--- src/core_word_pkg.sv ---
`default_nettype none

package core_word_pkg;

    localparam int MAG_W  = 30;
    localparam int ADDR_W = 12;
    localparam int WORD_W = MAG_W + 1;

    // full address space, the largest memory the core can see
    localparam int MEM_MAX = 1 << ADDR_W;

    typedef logic [ADDR_W-1:0] addr_t;

    // sign-magnitude word, sign 1 means minus
    typedef struct packed {
        logic             sign;
        logic [MAG_W-1:0] mag;
    } word_t;

endpackage

`default_nettype wire

--- src/core_order_pkg.sv ---
`default_nettype none

package core_order_pkg;

    localparam int OP_W = 6;

    // order code, magnitude bits 29..24 of an instruction word
    typedef enum logic [OP_W-1:0] {
        ORD_ADD   = 6'o01,
        ORD_SUB   = 6'o02,
        ORD_AND   = 6'o03,
        ORD_LOAD  = 6'o04,
        ORD_STORE = 6'o05,
        ORD_JUMP  = 6'o06,
        ORD_STOP  = 6'o07
    } ord_code_t;

    typedef enum logic [2:0] {
        ALU_NONE,
        ALU_LOAD,
        ALU_ADD,
        ALU_SUB,
        ALU_AND
    } alu_cmd_t;

    typedef enum logic [2:0] {
        KIND_ARITH,
        KIND_STORE,
        KIND_JUMP,
        KIND_STOP,
        KIND_NOP
    } order_kind_t;

    typedef struct packed {
        order_kind_t          kind;
        alu_cmd_t             alu;
        core_word_pkg::addr_t addr1;
        core_word_pkg::addr_t addr2;
    } order_t;

    typedef enum logic [2:0] {
        SEL_HOLD,
        SEL_STRT,
        SEL_ADDR1,
        SEL_ADDR2
    } sel_src_t;

    typedef enum logic [2:0] {
        PU_IDLE   = 3'd0,
        PU_FETCH  = 3'd1,
        PU_DECODE = 3'd2,
        PU_ISSUE  = 3'd3,
        PU_OPER   = 3'd4,
        PU_PANEL  = 3'd5
    } pu_state_t;

endpackage

`default_nettype wire

--- src/mem_if.sv ---
`timescale 1ns/10ps
`default_nettype none

interface mem_if;

    logic                 read;        // strobe
    logic                 write;       // strobe
    core_word_pkg::addr_t addr;        // select register
    core_word_pkg::word_t wdata;       // register C
    core_word_pkg::word_t rdata;
    logic                 read_reply;  // one cycle after read

    modport seq (
        output read,
        output write,
        input  read_reply
    );

    modport addr_src (
        output addr
    );

    modport data_src (
        output wdata,
        input  rdata
    );

    modport data_rx (
        input  rdata
    );

    modport mem (
        input  read,
        input  write,
        input  addr,
        input  wdata,
        output rdata,
        output read_reply
    );

endinterface

`default_nettype wire

--- src/arith_unit.sv ---
`timescale 1ns/10ps
`default_nettype none

module arith_unit (
    input  logic                     clk,
    input  logic                     rst_n,
    input  core_order_pkg::alu_cmd_t alu_cmd,
    input  logic                     do_arr_c,
    input  core_word_pkg::word_t     arr_reg_c_value,
    mem_if.data_src                  bus,
    output core_word_pkg::word_t     reg_c
);

    core_word_pkg::word_t            c_q;
    core_word_pkg::word_t            res;
    logic                            m_sign;
    logic [core_word_pkg::MAG_W:0]   diff;   // top bit is the borrow
    logic [core_word_pkg::MAG_W-1:0] res_mag;
    logic                            res_sign;

    assign m_sign = bus.rdata.sign ^ (alu_cmd == core_order_pkg::ALU_SUB);
    assign diff   = {1'b0, c_q.mag} - {1'b0, bus.rdata.mag};

    always_comb begin
        res_sign = c_q.sign;
        res_mag  = c_q.mag;
        case (alu_cmd)
            core_order_pkg::ALU_LOAD: begin
                res_sign = bus.rdata.sign;
                res_mag  = bus.rdata.mag;
            end
            core_order_pkg::ALU_ADD,
            core_order_pkg::ALU_SUB: begin
                if (c_q.sign == m_sign) begin
                    res_mag = c_q.mag + bus.rdata.mag;  // carry out lost
                end else if (diff[core_word_pkg::MAG_W]) begin
                    res_mag  = bus.rdata.mag - c_q.mag;
                    res_sign = m_sign;
                end else begin
                    res_mag = diff[core_word_pkg::MAG_W-1:0];
                end
            end
            core_order_pkg::ALU_AND: begin
                res_sign = c_q.sign & bus.rdata.sign;
                res_mag  = c_q.mag & bus.rdata.mag;
            end
            default: ;
        endcase
    end

    // no minus zero
    assign res.sign = res_sign && (res_mag != '0);
    assign res.mag  = res_mag;

    always_ff @(posedge clk or negedge rst_n) begin
        if (!rst_n)
            c_q <= '0;
        else if (do_arr_c)
            c_q <= arr_reg_c_value;
        else if (alu_cmd != core_order_pkg::ALU_NONE)
            c_q <= res;
    end

    assign reg_c     = c_q;
    assign bus.wdata = c_q;  // store always writes C

endmodule

`default_nettype wire

--- src/flat_wrapper.sv ---
// flat-port wrapper written by rule: the top's interface ports become plain ports
module arith_unit_flat 
  (clk, rst_n, alu_cmd, do_arr_c, arr_reg_c_value, reg_c, bus_wdata, bus_rdata);
  mem_if bus_i ();
  input  logic clk;
  input  logic rst_n;
  input  core_order_pkg::alu_cmd_t alu_cmd;
  input  logic do_arr_c;
  input  core_word_pkg::word_t arr_reg_c_value;
  output core_word_pkg::word_t reg_c;
  output wire logic [$bits(bus_i.wdata)-1:0] bus_wdata;
  input wire logic [$bits(bus_i.rdata)-1:0] bus_rdata;
  assign bus_wdata = bus_i.wdata;
  assign bus_i.rdata = bus_rdata;
  arith_unit u_core (.clk(clk), .rst_n(rst_n), .alu_cmd(alu_cmd), .do_arr_c(do_arr_c), .arr_reg_c_value(arr_reg_c_value), .bus(bus_i), .reg_c(reg_c));
endmodule
--- config.mk ---
export PLATFORM = sky130hd
export DESIGN_NAME = arith_unit_flat
export DESIGN_NICKNAME = d
export VERILOG_FILES = /design/src/core_word_pkg.sv /design/src/core_order_pkg.sv /design/src/mem_if.sv /design/src/arith_unit.sv /design/src/flat_wrapper.sv
export SDC_FILE = /design/constraint.sdc
export NUM_CORES = 1
export LEC_CHECK = 0
export ABC_AREA = 0
export BUFFER_PORTS_ARGS = -buffer_cell sky130_fd_sc_hd__buf_2
export CORE_UTILIZATION = 25
export DETAILED_ROUTE_END_ITERATION = 10
export PLACE_DENSITY_LB_ADDON = 0.1
export SLEW_MARGIN = 20
export SYNTH_ARGS = -nofsm -noshare
export SYNTH_HDL_FRONTEND = slang
export SYNTH_SLANG_ARGS = --single-unit
--- constraint.sdc ---
create_clock -name clk -period 10.35 [get_ports clk]
set_input_delay 0.5175 -clock clk [delete_from_list [all_inputs] [get_ports clk]]
set_output_delay 0.5175 -clock clk [all_outputs]
set_load 0.02 [all_outputs]
# Yosys cells after proc, flatten, opt, wreduce, memory -nomap -nowiden
# Cells that the tools add are included.
[op_classes]
n_addsub = 3
mul = 0
n_div = 0
n_lt_le_gt_ge = 0
n_eq_ne = 5
shifts = 0
mux = 8
bitwise = 3
reduce_logical = 5
[op_table]
columns = ["operator", "n"]
rows = [
  ["one-hot mux 30 bit (3 select lines)", 1],
  ["2-to-1 mux 31 bit", 2],
  ["2-to-1 mux 30 bit", 2],
  ["subtractor 30 x 30 -> 31 bit", 1],
  ["adder 30 bit", 1],
  ["bitwise AND 30 bit", 1],
  ["nonzero test 30 bit", 1],
  ["subtractor 30 bit", 1],
  ["equality test 3 x 2 -> 1 bit, second input constant", 2],
  ["equality test 3 x 1 -> 1 bit, second input constant", 1],
  ["equality test 3 bit, second input constant", 1],
  ["one-hot mux 1 bit (3 select lines)", 1],
  ["nonzero test 3 bit", 1],
  ["2-to-1 mux 1 bit", 2],
  ["nonzero test 2 bit", 1],
  ["OR reduction 2 bit", 1],
  ["bitwise AND 1 bit", 1],
  ["equality test 1 bit", 1],
  ["logical AND 1 bit", 1],
  ["XOR 1 bit", 1],
]
[totals]
regBits = 31
latch_bits = 0
ramBits = 0
mem_bits_ro = 0
output_inout_bits = 62
elab_cells = 26
memories = 0

# Longest topological paths before layout
# Gate-level depths: netlist of run 1.
[logic_depth]
word_depth = 9
ltp_mapped = 17

# Worst setup path before layout of run 1
# Ideal clock, no wire load.
[synth_path]
kind = "reg-to-reg"
start = "register u_core.c_q, in the netlist u_core.bus.wdata[0]"
end = "register u_core.c_q, in the netlist u_core.bus.wdata[30]"
setup_ns = 0.131
arrival_time_ns = 3.646
required_time_ns = 10.219
path_slack_ns = 6.573
path_stages_with_launch = 17
synth_period_minus_slack_ns = 3.777
path_cell_list = "dfrtp_1 inv_1 ha_1 inv_1 fa_1 a211oi_2 o21ai_1 a221o_1 and3_4 buf_6 or3_4 a2111oi_4 nor3_1 nor4_2 nand4_1 nor4_1 a21oi_1"
[synth_via]
elab_chain_cells = 8
elab_cells_between_ends = 14
[synth_rtl]
columns = ["element", "line_no", "rtl"]
rows = [
  ["start, declared", "arith_unit.sv:14", "core_word_pkg::word_t c_q;"],
  ["start signal, assigned", "arith_unit.sv:59", "c_q <= arr_reg_c_value;"],
  ["start signal, assigned", "arith_unit.sv:61", "c_q <= res;"],
  ["subtractor 30 x 30 -> 31 bit / subtractor 30 bit (equally long branches)", "arith_unit.sv:22, arith_unit.sv:37", ""],
  ["2-to-1 mux 30 bit", "arith_unit.sv:36", "end else if (diff[core_word_pkg::MAG_W]) begin"],
  ["2-to-1 mux 30 bit", "arith_unit.sv:34", "if (c_q.sign == m_sign) begin"],
  ["one-hot mux 30 bit (3 select lines)", "arith_unit.sv:27", "case (alu_cmd)"],
  ["nonzero test 30 bit", "arith_unit.sv:52", "assign res.sign = res_sign && (res_mag != '0);"],
  ["logical AND 1 bit *", "arith_unit.sv:52", ""],
  ["2-to-1 mux 31 bit *", "arith_unit.sv:60", "else if (alu_cmd != core_order_pkg::ALU_NONE)"],
  ["2-to-1 mux 31 bit *", "arith_unit.sv:58", "else if (do_arr_c)"],
]
# Every way passes the cells marked *; elsewhere a longest branch is shown, timed or not. The select of a mux whose other input is x is not followed.
# A chain may end at the register's enable or synchronous reset.

# Worst setup path after layout of run 1
# Same ends and word-level chain as after synthesis.

==> flow_summary.yaml, run 1 <==
pwr:
  switching_share_pct: 59.16
  power.internal_uw: 590.3
  p_per_area_nw_per_um2: 152.4
  power_switching_uw: 855.2
  pwr-share-clk_pct: 11.7
  p_leak_uw: 0.004153
  pwr-share-seq_pct: 12.8
  power.share.combinational_pct: 75.6
  irDropWorstVdd_uv: 62.54
routing:
  vias: 9851
  antenna_left: 0
  wire_per_inst_um: 23.69
  first_pass_iters: 5
  routed_wl_um: 40910
  via_per_inst: 5.704
  drtIter0Drc: 866
  drc: 0
global_routing:
  grt-ovfl-total: 0
  grt_pass1_wl_um: 61310
  antenna_found_initial: 0
  first_global_vias: 9490
  grt_max_degree: 50
  grtUsageTotal_pct: 22.99
timing:
  tightest_slew_ns: 1.030
  slew_headroom_pct: 31.12
  fmax_ghz: 0.1856
  hold_viol_final: 0
  min_period_ns: 5.389
  fin_worst_skew_ns: 0.006764
  setup_viol: 0
  fin_ws_ns: 4.961
  finalCritPeriodShare_pct: 52.07
  tns_ns: 0
  drv_slew: 0
  rsz0062_at_grt: "false"
clocking:
  root_buffer: "clkbuf_16"
  ctsResizeCount: 0
  cts_setup_buffers: 0
  clkSlewWorstSetupHoldPaths_ns: 0.07
  clk_latency_ns: 0.33
  cts_buffer_depth: 2
  postCtsHoldBufs: 0
  cts_sinks: 31
  cts_buffers: 5
  cts-htree-levels: 2
  cts_tree: "done"
layout:
  drive_above_1_share_pct: 15.41
  layout_common_cells: "buf_2, a21oi_1, inv_1"
  regArea_um2: 775.7
  multi_input_area_um2: 6869
  largest_reg_flops: 31
  final_nets: 1444
  final_common_cell: "buf_2"
  fillers: 3810
  area_growth_pct: 10.59
setup_path:
  reg2reg_depth: 15
  critical_path_required_ns: 10.55
  path_class: "flip-flop to flip-flop"
  critPathLaunch: "u_core.bus.wdata[0]"
  crit_path_top_delay_cell: "nand3_1"
  cp_cell_sequence: "inv_1 -> ha_1 -> inv_1 -> fa_1 -> a211oi_2 -> o21ai_1 -> a221o_1 -> nand3_1 -> nand2_2 -> a211oi_1 -> mux2i_1 -> o31ai_1 -> a2111o_1 -> nor4_1 -> a21oi_1"
  r2r-start: "u_core.bus.wdata[0]"
  crit_end: "u_core.bus.wdata[30]"
  cp_max_fo: 21
  reg2reg_setup_slack_ns: 4.96
  startpoint_type: "flip-flop"
  cpMostUsedCell: "inv_1"
  regToRegEndpoint: "u_core.bus.wdata[30]"
  cp.arrival_ns: 5.59
  endpoint_kind: "flip-flop"
  crit_path_max_incr_delay_ns: 0.73
placement:
  dpl.hpwl_um: 30570
  io_buffer_count: 129
  post-place-ws_ns: 4.864
  gp_congestion: 0.9150
status:
  status: "complete, no violations"
logic_synthesis:
  synth_edf_count: 0
  synth_nets: 1408
  synth_area_per_cell_um2: 6.910
  ys_seq_area_share_pct: 9.046
  synthCells: 1241
  netlist_area_um2: 8576
  ys_ff_latch: 31
  ys_async_sr_fraction_pct: 100.0
  ys.flop_type: "dfrtp_1"
  synth_warnings: 0
  ys_types: 87
min_path:
  hp-class: "input port to asynchronous set/reset pin"
floorplan:
  rows: 67
  initial_core_util_pct: 25.51
  die_y_um: 187.2
  core_um2: 33620
  num_io_pins: 130
  dieArea_um2: 35050
  fp.dieW_um: 187.2
run:
  drv_cap: 0
==> power by group through the flow <==
stage,Combinational [uW],Sequential (uW),Clock [uW]
final,1090,185,168
after global routing,1180,191,178
after CTS,1080,186,179
after detailed placement,1070,188,0
after global placement,1080,186,0
after floorplan,733,203,0
==> Yosys cell counts, drive strengths merged (8+ instances only) <==
cell / number / share of area (%)
a2111oi: 10 / 1.3
a211o: 9 / 0.92
a211oi: 20 / 1.9
a21o: 19 / 1.7
a21oi: 109 / 6.4
a222oi: 15 / 1.8
a31oi: 23 / 1.7
and3: 8 / 0.64
buf: 62 / 4.5
clkbuf: 52 / 2.3
dfrtp: 31 / 9.0
ha: 96 / 14
inv: 98 / 4.3
mux2: 15 / 2.0
mux2i: 23 / 2.7
nand2: 97 / 4.3
nand2b: 14 / 1.0
nand3: 32 / 1.9
nand4: 17 / 1.3
nor2: 96 / 4.2
nor2b: 15 / 1.1
nor3: 48 / 2.9
o211ai: 17 / 1.5
o21ai: 83 / 4.8
o21bai: 11 / 0.96
o22ai: 34 / 2.5
o31ai: 14 / 1.2
or2: 8 / 0.58
or3: 17 / 1.3
xnor2: 8 / 0.82
==> how the worst min path moves through the flow <==
stage	start	cells after the start	end	slack [ns]
2_1_floorplan	rst_n	0	u_core.bus.wdata[0]	0.22
3_3_place_gp	arr_reg_c_value[28]	3	u_core.bus.wdata[28]	0.72
3_5_place_dp	arr_reg_c_value[28]	3	u_core.bus.wdata[28]	0.73
4_1_cts	arr_reg_c_value[28]	3	u_core.bus.wdata[28]	0.37
5_1_grt	rst_n	1	u_core.bus.wdata[1]	0.20
6_report	rst_n	1	u_core.bus.wdata[1]	0.16
==> kinds of logic (layout without fill, tap and decap cells) <==
logic type	after synthesis	after routing	share of synthesized area [%]
multiplexers	38	38	4.654
buffers and inverters	212	249	11.09
AND/OR/NAND/NOR	386	386	22.28
XOR/XNOR	14	14	1.430
other	0	1	0
flip-flops	31	31	9.046
adder cells (fa/ha/maj)	99	99	14.71
AO/OA/AOI/OAI	461	461	36.80
==> layer usage <==
metal  track usage (%)  wire length [um]
met5                 0                 0
met4             7.629               918
met1             30.75             18660
met2             37.25             18820
met3             3.846              2519
==> metrics by stage <==
| stage | std cells | cell area [um^2] | power, uW | util [%] | hold slack [ns] |
|---|---|---|---|---|---|
| floorplan | 1241 | 8576 | 936.7 | - | 0.2219 |
| global placement | 1717 | 9316 | 1267 | 27.71 | 0.7188 |
| detailed placement | 1717 | 9316 | 1258 | 27.71 | 0.7266 |
| CTS | 1725 | 9454 | 1442 | 28.12 | 0.3717 |
| global route | 1726 | 9482 | 1550 | 28.21 | 0.1994 |
| finish | 1727 | 9484 | 1446 | 28.21 | 0.1603 |
==> critical path, delay by kind of cell (launching register included) <==
family / cells / cell delay (ns)
flip-flops: 1 / 0.43
AO/OA/AOI/OAI: 7 / 2.03
adder cells (fa/ha/maj): 2 / 0.61
AND/OR/NAND/NOR: 3 / 1.71
buffers and inverters: 2 / 0.16
multiplexers: 1 / 0.30
==> area by class of cell <==
| type | instances | share of cell area (%) |
|---|---|---|
| Multi-Input combinational cell | 998 | 72.43 |
| Sequential cell | 31 | 8.179 |
| Timing Repair Buffer | 143 | 8.127 |
| Tap cell | 448 | 5.910 |
| Inverter | 98 | 3.879 |
| Clock buffer | 7 | 1.398 |
| Clock inverter | 1 | 0.05277 |
| Antenna cell | 1 | 0.02639 |
Note: power is estimated with default switching activity, not from simulation.
==> run 2: changes to the inputs <==
clock period = 4.7 ns   (was 10.35 ns; I/O delays follow)
==> flow_summary.yaml, run 2 (same netlist as run 1, synthesis figures left out) <==
floorplan:
  fp.dieW_um: 187.2
  num_io_pins: 130
  die_y_um: 187.2
  initial_core_util_pct: 25.51
  dieArea_um2: 35050
  core_um2: 33620
  rows: 67
timing:
  tightest_slew_ns: 0.9863
  hold_viol_final: 0
  finalCritPeriodShare_pct: 95.70
  fin_worst_skew_ns: 0.005981
  fmax_ghz: 0.2223
  min_period_ns: 4.498
  slew_headroom_pct: 34.25
  tns_ns: 0
  setup_viol: 0
  drv_slew: 0
  rsz0062_at_grt: "false"
layout:
  n_antenna_cell: 0
  fillers: 3732
  area_growth_pct: 14.94
  final_common_cell: "buf_2"
  fin_cells: 1770
  layout_common_cells: "buf_2, a21oi_1, inv_1"
  final_nets: 1488
  largest_reg_flops: 31
  drive_above_1_share_pct: 18.53
routing:
  first_pass_iters: 5
  vias: 10110
  via_per_inst: 5.711
  routed_wl_um: 42650
  antenna_left: 0
  drtIter0Drc: 910
  drc: 0
  wire_per_inst_um: 24.10
placement:
  dp.cells: 1762
  io_buffer_count: 129
  gp_congestion: 0.9533
  dpl.hpwl_um: 32980
pwr:
  p_leak_uw: 0.004378
  finalPower_uw: 3380
  power.share.combinational_pct: 76.4
  switching_share_pct: 57.67
  pwr-share-seq_pct: 11.7
  power.internal_uw: 1431
  power_switching_uw: 1949
  p_per_area_nw_per_um2: 342.9
  irDropWorstVdd_uv: 161.7
  pwr-share-clk_pct: 11.9
min_path:
  hp-class: "input port to asynchronous set/reset pin"
setup_path:
  critPathLaunch: "u_core.bus.wdata[0]"
  cp.arrival_ns: 4.70
  path_class: "flip-flop to flip-flop"
  startpoint_type: "flip-flop"
  endpoint_kind: "flip-flop"
  cp_max_fo: 21
  r2r-start: "u_core.bus.wdata[0]"
  critical_path_required_ns: 4.90
  reg2reg_depth: 15
clocking:
  cts_buffers: 5
  cts_tree: "done"
  cts-htree-levels: 2
  cts_setup_buffers: 0
  root_buffer: "clkbuf_16"
  cts_sinks: 31
  clkSlewWorstSetupHoldPaths_ns: 0.07
  clk_latency_ns: 0.33
  cts_buffer_depth: 2
global_routing:
  grtUsageTotal_pct: 24.13
  grt-ovfl-total: 0
  antenna_found_initial: 1
  first_global_vias: 9837
  grt_pass1_wl_um: 64020
  grt_max_degree: 48
status:
  status: "complete, no violations"
run:
  drv_cap: 0
## run 2: changes by cell type in the layout (fill, tap and decap cells not counted), sizes merged
cell / delta
buf: +44
clkbuf: +1
diode: -1
clkinv: -1
## run 2: layer usage
metal / share of wire (%) / track usage, %
met5: 0.030 / 0
met1: 46 / 33.18
met2: 45 / 38.59
met4: 3.2 / 8.134
met3: 5.1 / 3.133
## run 2: stage by stage
stage | util (%) | setup WS [ns] | hold slack [ns] | cell area (um^2)
CTS | 29.28 | 0.05934 | 0.09592 | 9842
global route | 29.32 | 0.01028 | 0.1164 | 9857
detailed placement | 28.79 | -0.2233 | 0.4467 | 9679
floorplan | - | 0.9229 | -0.06059 | 8576
global placement | 28.79 | -0.3182 | 0.4455 | 9679
finish | 29.32 | 0.2023 | 0.06444 | 9857
## run 2: area by class of cell
type                    instances  area (um^2)  share of cell area [%]
multi-input cells             998         6889                   69.89
repair buffers                187         1106                   11.22
flip-flops and latches         31        777.0                   7.883
well taps                     448        560.5                   5.687
inverters                      98        367.9                   3.732
clock buffers                   8        156.4                   1.587
## run 2: power groups by stage
stage	Clock (uW)	Sequential, uW	Combinational, uW
final	404	396	2580
after global routing	429	408	2790
after CTS	428	397	2540
after detailed placement	0	402	2520
after global placement	0	399	2550
after floorplan	0	447	1620
## run 2: worst max-delay path: stages, from the launching register on
cell      delay (ns)
dfrtp_1         0.42
inv_1           0.11
ha_1            0.17
inv_1           0.06
fa_1            0.43
a211oi_2        0.26
o21ai_1         0.15
a221o_1         0.37
and3_4          0.30
nor2_2          0.51
mux2i_1         0.43
and4_1          0.24
nor3_1          0.13
a2111o_1        0.38
nor4_1          0.29
a21oi_1         0.11
## run 2: path summary, 6_finish.rpt
path	slack, ns	end
max	0.20	u_core.bus.wdata[30]
min	0.06	u_core.bus.wdata[2]
max reg2reg	0.20	u_core.bus.wdata[30]
min reg2reg	0.81	u_core.bus.wdata[3]
max in group asynchronous	3.97	u_core.bus.wdata[1]
min in group clk	0.12	u_core.bus.wdata[11]
## run 2: what timing repair did
| action | 4_1_cts | 5_1_grt |
|---|---|---|
| gates resized for setup | 2 | 4 |
| endpoints found under the setup margin | 1 | 1 |
| hold buffers | 0 | 0 |
| pin swaps | 0 | 1 |
